### src/design/chopper_pkg.sv
package chopper_pkg;

  localparam int TIME_W = 10;  // Holds the longest off time

  typedef logic [TIME_W-1:0] chop_time_t;

  typedef enum logic [1:0] {
    BLANK,       // Bridge driven, comparator ignored
    DRIVE,       // Bridge driven, waiting for peak current
    FAST_DECAY,  // Bridge reversed
    SLOW_DECAY   // Both low sides on
  } chopper_state_t;

endpackage

### src/design/stepper_pkg.sv
package stepper_pkg;

  localparam int PHASE_W = 8;  // 256 microsteps per electrical turn
  localparam int COS_W   = 6;  // Quarter wave of 64 entries
  localparam int LEVEL_W = 8;

  // Bits 7:6 quadrant, bits 5:0 index within the quadrant
  typedef logic [PHASE_W-1:0] phase_count_t;

  typedef logic [COS_W-1:0] cos_index_t;

  // 255 is full scale coil current
  typedef logic [LEVEL_W-1:0] current_level_t;

endpackage

### src/design/charge_pump.sv
module charge_pump #(
  parameter int CP_DIV = 8
) (
  input  logic clk,
  input  logic resetn,
  output logic chargepump_pin
);

  localparam int CNT_W = $clog2(CP_DIV + 1);

  logic [CNT_W-1:0] div_cnt;

  always_ff @(posedge clk) begin
    if (!resetn) begin
      div_cnt        <= '0;
      chargepump_pin <= 1'b0;
    end else if (div_cnt == CNT_W'(CP_DIV - 1)) begin
      div_cnt        <= '0;
      chargepump_pin <= ~chargepump_pin;  // Half period done
    end else begin
      div_cnt <= div_cnt + 1'b1;
    end
  end

endmodule

### src/design/chopper.sv
module chopper #(
  parameter int OFF_TIME   = 810,
  parameter int FAST_TIME  = 304,
  parameter int BLANK_TIME = 40
) (
  input  logic       clk,
  input  logic       resetn,
  input  logic       enable_s,
  input  logic       cmp_s,
  input  logic       pol,
  output logic [1:0] sw_h,
  output logic [1:0] sw_l
);

  localparam chopper_pkg::chop_time_t BLANK_LOAD = chopper_pkg::chop_time_t'(BLANK_TIME - 1);
  localparam chopper_pkg::chop_time_t OFF_LOAD   = chopper_pkg::chop_time_t'(OFF_TIME - 1);
  localparam chopper_pkg::chop_time_t SLOW_AT    =
    chopper_pkg::chop_time_t'(OFF_TIME - FAST_TIME);

  chopper_pkg::chopper_state_t state;
  chopper_pkg::chop_time_t     blank_timer;
  chopper_pkg::chop_time_t     off_timer;
  logic                        pol_d;

  always_ff @(posedge clk) begin
    if (!resetn || !enable_s) begin
      state       <= chopper_pkg::BLANK;
      blank_timer <= BLANK_LOAD;
      off_timer   <= '0;
      pol_d       <= pol;
    end else if (pol != pol_d) begin  // Current direction flips, restart blanking
      state       <= chopper_pkg::BLANK;
      blank_timer <= BLANK_LOAD;
      pol_d       <= pol;
    end else begin
      case (state)
        chopper_pkg::BLANK: begin
          if (blank_timer == '0) begin
            state <= chopper_pkg::DRIVE;
          end else begin
            blank_timer <= blank_timer - 1'b1;
          end
        end
        chopper_pkg::DRIVE: begin
          if (cmp_s) begin  // Peak current reached
            state     <= chopper_pkg::FAST_DECAY;
            off_timer <= OFF_LOAD;
          end
        end
        chopper_pkg::FAST_DECAY: begin
          off_timer <= off_timer - 1'b1;
          if (off_timer == SLOW_AT) begin
            state <= chopper_pkg::SLOW_DECAY;
          end
        end
        default: begin
          if (off_timer == '0) begin
            state       <= chopper_pkg::BLANK;
            blank_timer <= BLANK_LOAD;
          end else begin
            off_timer <= off_timer - 1'b1;
          end
        end
      endcase
    end
  end

  // Bit 0 is leg 1, bit 1 is leg 2
  always_comb begin
    sw_h = 2'b00;
    sw_l = 2'b00;
    if (enable_s) begin
      case (state)
        chopper_pkg::BLANK,
        chopper_pkg::DRIVE: begin
          sw_h = {~pol, pol};
          sw_l = {pol, ~pol};
        end
        chopper_pkg::FAST_DECAY: begin
          sw_h = {pol, ~pol};
          sw_l = {~pol, pol};
        end
        default: sw_l = 2'b11;  // Recirculate through the low sides
      endcase
    end
  end

  no_shoot_through: assert property (@(posedge clk) disable iff (!resetn)
    (sw_h & sw_l) == 2'b00);

endmodule

### src/design/cosine_table.sv
module cosine_table (
  input  logic                        clk,
  input  stepper_pkg::cos_index_t     index,
  output stepper_pkg::current_level_t level
);

  stepper_pkg::current_level_t value;

  // 255 * cos(i * pi / 128)
  always_comb begin
    case (index)
      6'd0:  value = 8'd255;
      6'd1:  value = 8'd255;
      6'd2:  value = 8'd255;
      6'd3:  value = 8'd254;
      6'd4:  value = 8'd254;
      6'd5:  value = 8'd253;
      6'd6:  value = 8'd252;
      6'd7:  value = 8'd251;
      6'd8:  value = 8'd250;
      6'd9:  value = 8'd249;
      6'd10: value = 8'd247;
      6'd11: value = 8'd246;
      6'd12: value = 8'd244;
      6'd13: value = 8'd242;
      6'd14: value = 8'd240;
      6'd15: value = 8'd238;
      6'd16: value = 8'd236;
      6'd17: value = 8'd233;
      6'd18: value = 8'd231;
      6'd19: value = 8'd228;
      6'd20: value = 8'd225;
      6'd21: value = 8'd222;
      6'd22: value = 8'd219;
      6'd23: value = 8'd215;
      6'd24: value = 8'd212;
      6'd25: value = 8'd208;
      6'd26: value = 8'd205;
      6'd27: value = 8'd201;
      6'd28: value = 8'd197;
      6'd29: value = 8'd193;
      6'd30: value = 8'd189;
      6'd31: value = 8'd185;
      6'd32: value = 8'd180;  // 45 degrees
      6'd33: value = 8'd176;
      6'd34: value = 8'd171;
      6'd35: value = 8'd167;
      6'd36: value = 8'd162;
      6'd37: value = 8'd157;
      6'd38: value = 8'd152;
      6'd39: value = 8'd147;
      6'd40: value = 8'd142;
      6'd41: value = 8'd136;
      6'd42: value = 8'd131;
      6'd43: value = 8'd126;
      6'd44: value = 8'd120;
      6'd45: value = 8'd115;
      6'd46: value = 8'd109;
      6'd47: value = 8'd103;
      6'd48: value = 8'd98;
      6'd49: value = 8'd92;
      6'd50: value = 8'd86;
      6'd51: value = 8'd80;
      6'd52: value = 8'd74;
      6'd53: value = 8'd68;
      6'd54: value = 8'd62;
      6'd55: value = 8'd56;
      6'd56: value = 8'd50;
      6'd57: value = 8'd44;
      6'd58: value = 8'd37;
      6'd59: value = 8'd31;
      6'd60: value = 8'd25;
      6'd61: value = 8'd19;
      6'd62: value = 8'd13;
      default: value = 8'd6;  // Entry 63
    endcase
  end

  always_ff @(posedge clk) begin
    level <= value;
  end

endmodule

### src/design/current_dac.sv
module current_dac (
  input  logic                        clk,
  input  logic                        resetn,
  input  logic                        enable_s,
  input  stepper_pkg::current_level_t level,
  output logic                        analog_out
);

  stepper_pkg::current_level_t acc;
  logic [8:0]                  sum;

  assign sum = {1'b0, acc} + {1'b0, level};

  // Carry density equals level / 256
  always_ff @(posedge clk) begin
    if (!resetn || !enable_s) begin
      acc        <= '0;
      analog_out <= 1'b0;
    end else begin
      acc        <= sum[7:0];
      analog_out <= sum[8];
    end
  end

endmodule

### src/design/microstep_decoder.sv
module microstep_decoder (
  input  logic                      clk,
  input  logic                      resetn,
  input  stepper_pkg::phase_count_t phase,
  output stepper_pkg::cos_index_t   index_a,
  output stepper_pkg::cos_index_t   index_b,
  output logic                      pol_a,
  output logic                      pol_b
);

  logic [1:0]              quad;
  stepper_pkg::cos_index_t idx;
  logic                    pol_a_q;
  logic                    pol_b_q;

  assign quad = phase[7:6];
  assign idx  = phase[5:0];

  // Inverting a 6-bit index gives 63 - i
  always_ff @(posedge clk) begin
    index_a <= quad[0] ? ~idx : idx;
    index_b <= quad[0] ? idx : ~idx;
  end

  // Second stage lines the polarity up with the table output
  always_ff @(posedge clk) begin
    if (!resetn) begin
      pol_a_q <= 1'b1;  // Polarity of phase 0
      pol_b_q <= 1'b1;
      pol_a   <= 1'b1;
      pol_b   <= 1'b1;
    end else begin
      pol_a_q <= (quad == 2'd0) || (quad == 2'd3);
      pol_b_q <= ~quad[1];
      pol_a   <= pol_a_q;
      pol_b   <= pol_b_q;
    end
  end

endmodule

### src/design/microstepper_top.sv
module microstepper_top #(
  parameter int OFF_TIME   = 810,
  parameter int FAST_TIME  = 304,
  parameter int BLANK_TIME = 40,
  parameter int CP_DIV     = 8
) (
  input  logic       clk,
  input  logic       resetn,
  input  logic       step,
  input  logic       dir,
  input  logic       enable,
  input  logic       analog_cmp1,
  input  logic       analog_cmp2,
  output logic [3:0] s_h,
  output logic [3:0] s_l,
  output logic       analog_out1,
  output logic       analog_out2,
  output logic       chargepump_pin
);

  stepper_pkg::phase_count_t   phase;
  stepper_pkg::cos_index_t     index_a;
  stepper_pkg::cos_index_t     index_b;
  stepper_pkg::current_level_t level_a;
  stepper_pkg::current_level_t level_b;
  logic                        pol_a;
  logic                        pol_b;
  logic                        enable_s;
  logic                        cmp_a_s;
  logic                        cmp_b_s;

  step_sync u_step_sync (
    .clk         (clk),
    .resetn      (resetn),
    .step        (step),
    .dir         (dir),
    .enable      (enable),
    .analog_cmp1 (analog_cmp1),
    .analog_cmp2 (analog_cmp2),
    .phase       (phase),
    .enable_s    (enable_s),
    .cmp_a_s     (cmp_a_s),
    .cmp_b_s     (cmp_b_s)
  );

  microstep_decoder u_decoder (
    .clk     (clk),
    .resetn  (resetn),
    .phase   (phase),
    .index_a (index_a),
    .index_b (index_b),
    .pol_a   (pol_a),
    .pol_b   (pol_b)
  );

  cosine_table u_table_a (.clk(clk), .index(index_a), .level(level_a));
  cosine_table u_table_b (.clk(clk), .index(index_b), .level(level_b));

  current_dac u_dac_a (
    .clk        (clk),
    .resetn     (resetn),
    .enable_s   (enable_s),
    .level      (level_a),
    .analog_out (analog_out1)
  );

  current_dac u_dac_b (
    .clk        (clk),
    .resetn     (resetn),
    .enable_s   (enable_s),
    .level      (level_b),
    .analog_out (analog_out2)
  );

  // Coil A on bits 1:0, coil B on bits 3:2
  chopper #(
    .OFF_TIME   (OFF_TIME),
    .FAST_TIME  (FAST_TIME),
    .BLANK_TIME (BLANK_TIME)
  ) u_chopper_a (
    .clk      (clk),
    .resetn   (resetn),
    .enable_s (enable_s),
    .cmp_s    (cmp_a_s),
    .pol      (pol_a),
    .sw_h     (s_h[1:0]),
    .sw_l     (s_l[1:0])
  );

  chopper #(
    .OFF_TIME   (OFF_TIME),
    .FAST_TIME  (FAST_TIME),
    .BLANK_TIME (BLANK_TIME)
  ) u_chopper_b (
    .clk      (clk),
    .resetn   (resetn),
    .enable_s (enable_s),
    .cmp_s    (cmp_b_s),
    .pol      (pol_b),
    .sw_h     (s_h[3:2]),
    .sw_l     (s_l[3:2])
  );

  charge_pump #(
    .CP_DIV (CP_DIV)
  ) u_charge_pump (
    .clk            (clk),
    .resetn         (resetn),
    .chargepump_pin (chargepump_pin)
  );

endmodule

### src/design/step_sync.sv
module step_sync (
  input  logic                      clk,
  input  logic                      resetn,
  input  logic                      step,
  input  logic                      dir,
  input  logic                      enable,
  input  logic                      analog_cmp1,
  input  logic                      analog_cmp2,
  output stepper_pkg::phase_count_t phase,
  output logic                      enable_s,
  output logic                      cmp_a_s,
  output logic                      cmp_b_s
);

  logic [2:0] step_ff;  // Bit 2 is the previous synchronized value
  logic [1:0] dir_ff;
  logic [1:0] enable_ff;
  logic [1:0] cmp_a_ff;
  logic [1:0] cmp_b_ff;
  logic       step_rise;

  always_ff @(posedge clk) begin
    if (!resetn) begin
      step_ff   <= '0;
      dir_ff    <= '0;
      enable_ff <= '0;
      cmp_a_ff  <= '0;
      cmp_b_ff  <= '0;
    end else begin
      step_ff   <= {step_ff[1:0], step};
      dir_ff    <= {dir_ff[0], dir};
      enable_ff <= {enable_ff[0], enable};
      cmp_a_ff  <= {cmp_a_ff[0], analog_cmp1};
      cmp_b_ff  <= {cmp_b_ff[0], analog_cmp2};
    end
  end

  assign step_rise = step_ff[1] & ~step_ff[2];

  always_ff @(posedge clk) begin
    if (!resetn) begin
      phase <= '0;
    end else if (step_rise) begin
      phase <= dir_ff[1] ? phase + 1'b1 : phase - 1'b1;  // Wraps modulo 256
    end
  end

  assign enable_s = enable_ff[1];
  assign cmp_a_s  = cmp_a_ff[1];
  assign cmp_b_s  = cmp_b_ff[1];

  // A one-cycle step pulse could be lost by the synchronizer
  step_min_high: assert property (@(posedge clk) disable iff (!resetn)
    step_rise |=> step_ff[1]);

endmodule

### config.mk
export PLATFORM = sky130hd
export DESIGN_NAME = microstepper_top
export DESIGN_NICKNAME = d
export VERILOG_FILES = /design/src/design/chopper_pkg.sv /design/src/design/stepper_pkg.sv /design/src/design/charge_pump.sv /design/src/design/chopper.sv /design/src/design/cosine_table.sv /design/src/design/current_dac.sv /design/src/design/microstep_decoder.sv /design/src/design/microstepper_top.sv /design/src/design/step_sync.sv
export SDC_FILE = /design/constraint.sdc
export NUM_CORES = 1
export LEC_CHECK = 0
export BUFFER_PORTS_ARGS = -buffer_cell sky130_fd_sc_hd__buf_2
export CAP_MARGIN = 10
export CORE_ASPECT_RATIO = 1.75
export CORE_UTILIZATION = 42
export CTS_CLUSTER_DIAMETER = 60
export DETAILED_ROUTE_END_ITERATION = 8
export PLACE_DENSITY = 0.59
export SLEW_MARGIN = 5
export SYNTH_ARGS = -nofsm -noshare
export SYNTH_HDL_FRONTEND = slang
export SYNTH_SLANG_ARGS = --single-unit
### constraint.sdc
create_clock -name clk -period 2.77 [get_ports clk]
set_clock_uncertainty 0.1 [all_clocks]
set_input_delay 0.277 -clock clk [delete_from_list [all_inputs] [get_ports clk]]
set_output_delay 0.277 -clock clk [all_outputs]
set_load 0.05 [all_outputs]
### Yosys cells after proc, flatten, opt, wreduce, memory -nomap -nowiden

Memory sizes are Yosys's and may differ from the RTL's. A register that Yosys moved wholly into a read port is not among the register bits.
Index checks and enable logic that the tools add are counted.

| storage, ports and cells | value |
|---|---|
| memories | 2 |
| output and inout bits | 11 |
| ROM bits | 1024 |
| bits in registers | 104 |

| cells by class | value |
|---|---|
| multiplexer cells | 37 |
| bitwise gates (word level) | 14 |
| eq/ne operators | 20 |
| reductions and logical operators | 30 |
| add/subtract/negate cells | 9 |

Memories:

| memory | words | bits a word | read ports | clocked after memory_dff | wr ports | line | text |
|---|---|---|---|---|---|---|---|
| (name not given) | 64 | 8 | 1 | 1 | 0 | cosine_table.sv:11 | `case (index)` |
| (name not given) | 64 | 8 | 1 | 1 | 0 | cosine_table.sv:11 |  |

Operators with widths:

| kind | number |
|---|---|
| $mux 10 | 8 |
| $pmux 10 s3 | 2 |
| $logic_not 10->1 | 4 |
| $pmux 10 s2 | 2 |
| $sub 10x1->10 const B | 4 |
| $mux 2 | 12 |
| $eq 10x9->1 const B | 2 |
| $add 8x8->9 | 2 |
| $pmux 2 s2 | 4 |
| $reduce_and 4->1 | 4 |
| $reduce_or 2->1 | 7 |
| $mux 6 | 2 |
| $not 1->1 | 12 |
| $pmux 2 s3 | 2 |
| $add 8x1->8 const B | 1 |
| $mux 8 | 1 |
| $ne 2x1->1 const B | 4 |
| $ne 2x2->1 const B | 4 |
| $reduce_bool 2->1 | 4 |
| $reduce_bool 4->1 | 2 |
| $sub 8x1->8 const B | 1 |
| $eq 2x2->1 const B | 3 |
| $logic_not 2->1 | 3 |
| $ne 3x3->1 const B | 2 |
| 10 further kinds | 18 |

### Logic depth before layout (Yosys ltp)

Gate-level depths: netlist of the first run.

| depth | value |
|---|---|
| word-level depth | 4 |
| mapped depth | 9 |
| mapped depth without buffers | 8 |

### Hierarchy

Synthesis of the first run repeated with hierarchy kept, for this count alone.

| unflattened totals | value |
|---|---|
| cells, all modules | 845 |
| area, all modules | 7528.5 µm² |

By module, submodules not included:

| module | area each (µm²) | cells each | instances |
|---|---|---|---|
| chopper | 1495.2 | 176 | 2 |
| current_dac | 588.1 | 62 | 2 |
| step_sync | 909.6 | 94 | 1 |
| cosine_table at u_table_b | 898.4 | 114 | 1 |
| cosine_table at u_table_a | 892.1 | 109 | 1 |
| microstep_decoder | 457.9 | 34 | 1 |
| charge_pump | 203.9 | 18 | 1 |

### Least setup slack after synthesis of the first run

No wires, ideal clock.

| timing | value |
|---|---|
| kind | flip-flop to output port |
| start | reg u_chopper_b.state[1] |
| end | out s_l[3] |
| path buffers | 1 |
| arrival time | 2199 ps |
| cell stages (with the launch flop) | 8 |
| setup slack | 194 ps |
| path through | dfxtp_1 -> inv_1 -> ha_1 -> clkbuf_1 -> or2_2 -> mux2i_1 -> nor2b_1 -> a21o_1 |

| on the way | value |
|---|---|
| longest elaborated chain between the ends | 4 |

Ends and longest elaborated chain:

| what | line | text |
|---|---|---|
| from (decl) | chopper.sv:20 | `chopper_pkg::chopper_state_t state;` |
| from (signal assigned) | chopper.sv:27 | `state <= chopper_pkg::BLANK;` |
| from (signal assigned) | chopper.sv:32 | `state <= chopper_pkg::BLANK;` |
| from (signal assigned) | chopper.sv:39 | `state <= chopper_pkg::DRIVE;` |
| $eq 2x1->1 / $logic_not 2->1 (equally long branches) | chopper.sv:73 | `case (state)` |
| $reduce_or 2->1 | chopper.sv:73 |  |
| $pmux 2 s2 (*) | chopper.sv:73 |  |
| $mux 2 (*) | chopper.sv:72 | `if (enable_s) begin` |
| to (decl) | microstepper_top.sv:15 | `output logic [3:0] s_l,` |

Mark *: on every way between the ends. The rest lies on a longest branch, timed or not.

### Worst setup path after layout of the first run

| timing | value |
|---|---|
| start | reg u_chopper_b.off_timer[0] |
| end | reg u_chopper_b.blank_timer[7] |

| on the way | value |
|---|---|
| longest elaborated chain between the ends | 3 |

Ends and longest elaborated chain:

| what | line | text |
|---|---|---|
| from (decl) | chopper.sv:22 | `chopper_pkg::chop_time_t off_timer;` |
| from (signal assigned) | chopper.sv:51 | `off_timer <= off_timer - 1'b1;` |
| from (signal assigned) | chopper.sv:61 | `off_timer <= off_timer - 1'b1;` |
| $logic_not 10->1 | chopper.sv:57 | `if (off_timer == '0) begin` |
| $reduce_bool 2->1 (no line) | - |  |
| $reduce_and 3->1 (no line) | - |  |
| to (signal assigned) | chopper.sv:41 | `blank_timer <= blank_timer - 1'b1;` |
| to (decl) | chopper.sv:21 | `chopper_pkg::chop_time_t blank_timer;` |

No other way between the ends.
A chain may end at the register's enable or synchronous reset.

==> results of run 1 <==
==> path summary, 6_finish.rpt <==
path                                     end  slack [ns]  cells past startpoint
hold reg to reg              u_decoder.pol_b        0.32                      1
setup / recovery  u_chopper_b.blank_timer[7]        0.19                      7
hold / removal             u_decoder.pol_a_q        0.23                      3
setup reg to reg  u_chopper_b.blank_timer[7]        0.19                      7
==> cells in the final DEF (no fill, tap or decap), types with 5 or more instances in the layout <==
cell type      count
nand3_1           18
nor2_1            76
or3_1             10
o21bai_1           5
mux2i_1           10
nor4_1             5
clkbuf_16         17
o21a_1             9
a31oi_1            7
and2_1            18
a21o_1             9
nor2b_1           14
nand3b_1          12
inv_1             45
buf_4             19
nand2b_1          14
or2_2              5
a311oi_1           6
nand2_1           52
o21ai_0           66
buf_2             17
o211ai_1          11
dfxtp_1          118
and3_1             6
a211oi_1          15
nor3_1            20
a21oi_1           59
xor2_1            12
dlygate4sd3_1      5
ha_1              55
xnor2_1           18
==> routing by layer <==
layer,vias to the layer above,GRT usage,share of wire
met5,-,0,0
met4,0,0.110,0.034
met3,35,0.0339,0.024
met2,99,0.361,0.55
met1,2683,0.180,0.40
li1,2926,-,-
==> layout make-up <==
cell class                 instances  area, um2  share of cell area
tap                              189        236              0.0302
timing repair buffer              41        278              0.0355
sequential                       120       2420               0.310
inverter                          45        169              0.0216
multi-input combinational        604       4090               0.523
clock buffer                      18        429              0.0549
clock inverter                    14        198              0.0253
==> stage by stage <==
step                 util  power (uW)
finish              0.493        5130
global route        0.493        5380
detailed placement  0.450        2830
CTS                 0.493        5180
floorplan               -        2640
global placement    0.450        2810
==> sequential cells by signal, indices dropped and copies added (netlist names), 2 cells and up <==
register	cells
u_table_a.level	8
u_step_sync.dir_ff	2
u_step_sync.phase	8
u_chopper_b.state	2
u_chopper_b.off_timer	10
u_decoder.index_a	6
u_charge_pump.div_cnt	4
u_dac_a.acc	8
u_step_sync.cmp_a_ff	2
u_chopper_a.blank_timer	10
u_chopper_a.off_timer	10
u_decoder.index_b	6
u_chopper_a.state	2
u_dac_b.acc	8
u_step_sync.step_ff	3
u_chopper_b.blank_timer	10
u_step_sync.cmp_b_ff	2
u_table_b.level	8
u_step_sync.enable_ff	2
==> logic make-up after synthesis <==
kind of cell    after synthesis  share of synthesized area
xor+xnor                     30                     0.0385
simple gates                278                      0.212
mux                          14                     0.0278
buf+inv                      85                     0.0467
fa+ha+maj                    59                      0.111
flops                       120                      0.355
compound gates              223                      0.209
==> worst reg2reg max path, stage by stage (launching register included) <==
cell and delay (ns):
dfxtp_1 0.33, inv_1 0.10, ha_1 0.22, nor4b_2 0.58, and4_1 0.40, o21ai_0 0.16, or3_2 0.46, a21oi_1 0.16
==> power groups by stage <==
stage | Combinational, uW | Sequential [uW] | Clock [uW]
2_1_floorplan | 690 | 1950 | 0
3_3_place_gp | 796 | 2010 | 0
3_5_place_dp | 818 | 2010 | 0
4_1_cts | 827 | 1980 | 2380
5_1_grt | 933 | 2000 | 2450
6_report | 826 | 1980 | 2330
==> flow_summary.ini, run 1 <==
[global_route]
antenna_found_initial = 0
grt_pass1_vias = 5678
track_usage = 0.186
grt_max_degree = 38
grt_pass1_wl_mm = 25.2
overflow = 0

[timing]
slew_headroom = 0.381
holdWs_ns = 0.230
tightest_slew_ns = 0.921
grt_setup_unrepaired = false
fmax_ghz = 0.387
fin_crit_ns = 2.58
hold_viol = 0
fin_setup_tns_ns = 0
drv_slew = 0
final.period_utilization = 0.932
setup_violations = 0
layout_setup_ws_ns = 0.187

[setup_path]
r2r_start = u_chopper_b.off_timer[0]
max_stage_delay_ns = 0.58
critical_path_class = flip-flop to flip-flop
crit_buf_inv = 1
worst_setup_path_start_kind = flip-flop
critPathCaptureType = flip-flop
worstPathRequired_ns = 3.01
slowest_stage = nor4b_2
path_max_fanout = 8
path_cells = inv_1, ha_1, nor4b_2, and4_1, o21ai_0, or3_2, a21oi_1
critical_path.top_delay_family = simple AND/OR/NAND/NOR gates
cp-startpoint = u_chopper_b.off_timer[0]
cp.arrival_ns = 2.82

[power]
internal_power_uw = 3740
power_frac_seq = 0.385
vdd_drop_max_v = 0.000355
power_density_nw_per_um2 = 656
switching_share = 0.271
power_frac_comb = 0.161
p_sw_uw = 1390
leakagePower_uw = 0.00319
clkPwrFrac = 0.454

[route]
postRouteAntennaNets = 0
viasPerCell = 5.57
vias = 5743
dr.pass1.iters = 6
finalWirelength_mm = 14.9
drc = 0
wire_per_inst_um = 14.5
initialDrtViolationCount = 167

[yosys]
synth_ff_type = dfxtp_1
synthesis.area_um2 = 6830
synth_top_area_frac = 0.346
yosys_warnings = 0
synth_cells = 809
syn-num-nets = 874
syn_area_per_cell_um2 = 8.44
synth_edf_count = 2
synthArstFlopShare = 0
ys_ff_latch = 120
yosysMostFrequentCell = dfxtp_1
yosys.area.top_type = dfxtp_1
synth_cell_types = 65
netlist_top_cells_count = 118 x dfxtp_1, 76 x nor2_1, 66 x o21ai_0, 59 x a21oi_1, 55 x ha_1
synth_area_leaders = dfxtp_1 35%, ha_1 10%, o21ai_0 4.8%
synth-seq-area-share = 0.355

[clocking]
cts_buffer_depth = 2
cts_max_level = 4
clkLatencyLatePin_ns = 0.41
cts_resized = 0
cts_hold_buf = 5
cts_tree = yes
cts_buffers = 17
clock-sinks = 120
clk_pin_slew_worst_paths_ns = 0.06
cts-root-buf = clkbuf_16
cts_setup_buffers = 0

[placement]
dpl.hpwl_mm = 11.0
place.gp.congestion = 0.861
port-buffer-count = 17
placed_cell_area_um2 = 7150
dp_cells = 994
dpl_worst_slack_ns = 0.223

[finish]
area_delta_synth_final_pct = 14.5
diodes = 0
final_net_count = 894
nFillCells = 1536
finish.instance_area_um2 = 7820
final_cells = 1031
drive_gt1_frac = 0.105

[floorplan]
die_area_um2 = 16800
initial_core_util = 0.430
fp.dieH_um = 171
num_rows = 61
ios = 18
design.core.area_um2 = 15900
dieWidth_um = 98.4

[worst_hold_path]
hold_class = input port to flip-flop
worstHoldStart = resetn

[job]
cap_violations = 0

[outcome]
status = finished, final reports clean
Power figures use the tool's default switching activity.
==> run 2: changes to the inputs <==
--- a/config.mk
+++ b/config.mk
@@ -8,10 +8,10 @@
 export BUFFER_PORTS_ARGS = -buffer_cell sky130_fd_sc_hd__buf_2
 export CAP_MARGIN = 10
 export CORE_ASPECT_RATIO = 1.75
-export CORE_UTILIZATION = 42
+export CORE_UTILIZATION = 30
 export CTS_CLUSTER_DIAMETER = 60
 export DETAILED_ROUTE_END_ITERATION = 8
-export PLACE_DENSITY = 0.59
+export PLACE_DENSITY = 0.46
 export SLEW_MARGIN = 5
 export SYNTH_ARGS = -nofsm -noshare
 export SYNTH_HDL_FRONTEND = slang
==> run 2 against run 1 <==
  * Critical path depth is the same
  * Global-route usage fell by 3.9 points
  * Maximum frequency grew 1.4%
  * Power is 1.1% lower
  * Die area increased by 39%
  * Combinational power grew 0.5%
  * Via count decreased by 2.0%
  * Cell count increased by 11%
==> flow_summary.ini, run 2 (synthesis results as in run 1) <==
[outcome]
status = finished, final reports clean

[global_route]
grt_pass1_wl_mm = 26.9
track_usage = 0.147
grt_pass1_vias = 5701
top_usage_layer = met2
antenna_found_initial = 0
grt.met2_usage = 0.285
use_met1 = 0.144
grt_max_degree = 38
overflow = 0
use_met3 = 0.0316

[power]
leakagePower_uw = 0.00322
power_density_nw_per_um2 = 636
vdd_drop_max_v = 0.000393
p_total_uw = 5070

[setup_path]
worstSetupPathDepth = 7
crit_buf_inv = 1
worstPathRequired_ns = 2.98
path_cells = inv_1, ha_1, nor2b_1, or3_1, nor3_1, a31oi_1, o21a_1
critical_path.top_delay_family = simple AND/OR/NAND/NOR gates
worstRegToRegCells = 7
critPathCaptureType = flip-flop
reg2reg_slack_ns = 0.22
worst_setup_path_start_kind = flip-flop
critical_path_class = flip-flop to flip-flop
r2r_start = u_chopper_a.state[1]
max_stage_delay_ns = 0.85
path_max_fanout = 8
cp.arrival_ns = 2.76
slowest_stage = nor3_1
rr_endpoint = u_chopper_a.off_timer[9]

[finish]
area_delta_synth_final_pct = 16.8
final_common_cell = dfxtp_1
finish.instance_area_um2 = 7980
final_net_count = 899
final_cells = 1141
nFillCells = 2345
drive_gt1_frac = 0.109
layout_common_cells = 118 x dfxtp_1, 76 x nor2_1, 66 x o21ai_0
diodes = 0

[floorplan]
num_rows = 72
dieWidth_um = 116
die_area_um2 = 23400
ios = 18
design.core.area_um2 = 22300
initial_core_util = 0.307
fp.dieH_um = 202

[placement]
place.gp.congestion = 0.787
placed_cell_area_um2 = 7320
port-buffer-count = 17
dp_cells = 1107
dpl.hpwl_mm = 11.7

[timing]
fin_setup_tns_ns = 0
fmax_ghz = 0.393
fin_crit_ns = 2.55
final.period_utilization = 0.919
hold_viol = 0
tightest_slew_ns = 1.03
grt_setup_unrepaired = false
setup_violations = 0
slew_headroom = 0.308
drv_slew = 0

[route]
viasPerCell = 4.93
drc = 0
wire_per_inst_um = 13.8
finalWirelength_mm = 15.7
vias = 5628
initialDrtViolationCount = 289
postRouteAntennaNets = 0
dr.pass1.iters = 4

[clocking]
cts-root-buf = clkbuf_16
clk_pin_slew_worst_paths_ns = 0.05
cts_tree = yes
cts_buffer_depth = 2
cts_buffers = 17
clkLatencyLatePin_ns = 0.42
clock-sinks = 120
cts_max_level = 4

[worst_hold_path]
worstHoldStart = analog_cmp1
worstHoldEndpoint = u_step_sync.cmp_a_ff[0]
min_path_cells = 2
hold_class = input port to flip-flop

[job]
cap_violations = 0
[run 2: changes by cell type in the layout (fill, tap and decap cells not counted), sizes merged]
cell / delta
buf: +6
clkbuf: +4
clkinv: -3
inv: -2
bufinv: -1
dlygate4sd3: -1
[run 2: timing repair]
action	in CTS	in global routing
endpoints found under the hold margin	4	0
resized for setup	0	1
hold buffers	4	0
setup buffers	0	0
endpoints found under the setup margin	0	1
[run 2: per-stage QoR]
stage | hold WS [ns] | worst slack, ns | util
CTS | 0.0182 | 0.210 | 0.358
detailed placement | 0.320 | 0.243 | 0.329
global route | 0.0287 | 0.0742 | 0.359
finish | 0.0132 | 0.224 | 0.359
floorplan | 0.286 | 0.194 | -
global placement | 0.315 | 0.279 | 0.329
[run 2: cell type report]
| type | instances | area (um2) | share of cell area |
|---|---|---|---|
| inverter | 45 | 169 | 0.0212 |
| timing repair buffer | 46 | 313 | 0.0392 |
| clock buffer | 22 | 484 | 0.0607 |
| sequential | 120 | 2420 | 0.304 |
| multi-input combinational | 604 | 4100 | 0.514 |
| clock inverter | 8 | 120 | 0.0151 |
| tap | 296 | 370 | 0.0464 |
[run 2: power breakdown]
group	internal [uW]	switching, uW
combinational	375	455
clock	1490	770
sequential	1860	122
total	3730	1350
[run 2: worst max path at each step]
| stage | start | to | slack [ns] |
|---|---|---|---|
| after floorplan | u_chopper_b.state[1] | s_l[3] | 0.19 |
| after global placement | u_chopper_a.off_timer[0] | u_chopper_a.state[0] | 0.28 |
| after detailed placement | u_chopper_b.off_timer[0] | u_chopper_b.blank_timer[7] | 0.24 |
| after CTS | u_chopper_b.state[1] | s_l[2] | 0.21 |
| after global routing | u_chopper_a.state[1] | u_chopper_a.off_timer[6] | 0.07 |
| final | u_chopper_a.state[1] | u_chopper_a.off_timer[9] | 0.22 |
[run 2: routing by layer]
layer	share of wire	wire, um
met2	0.56	8840
met1	0.40	6220
met5	0	0
met3	0.018	279
met4	0.022	353
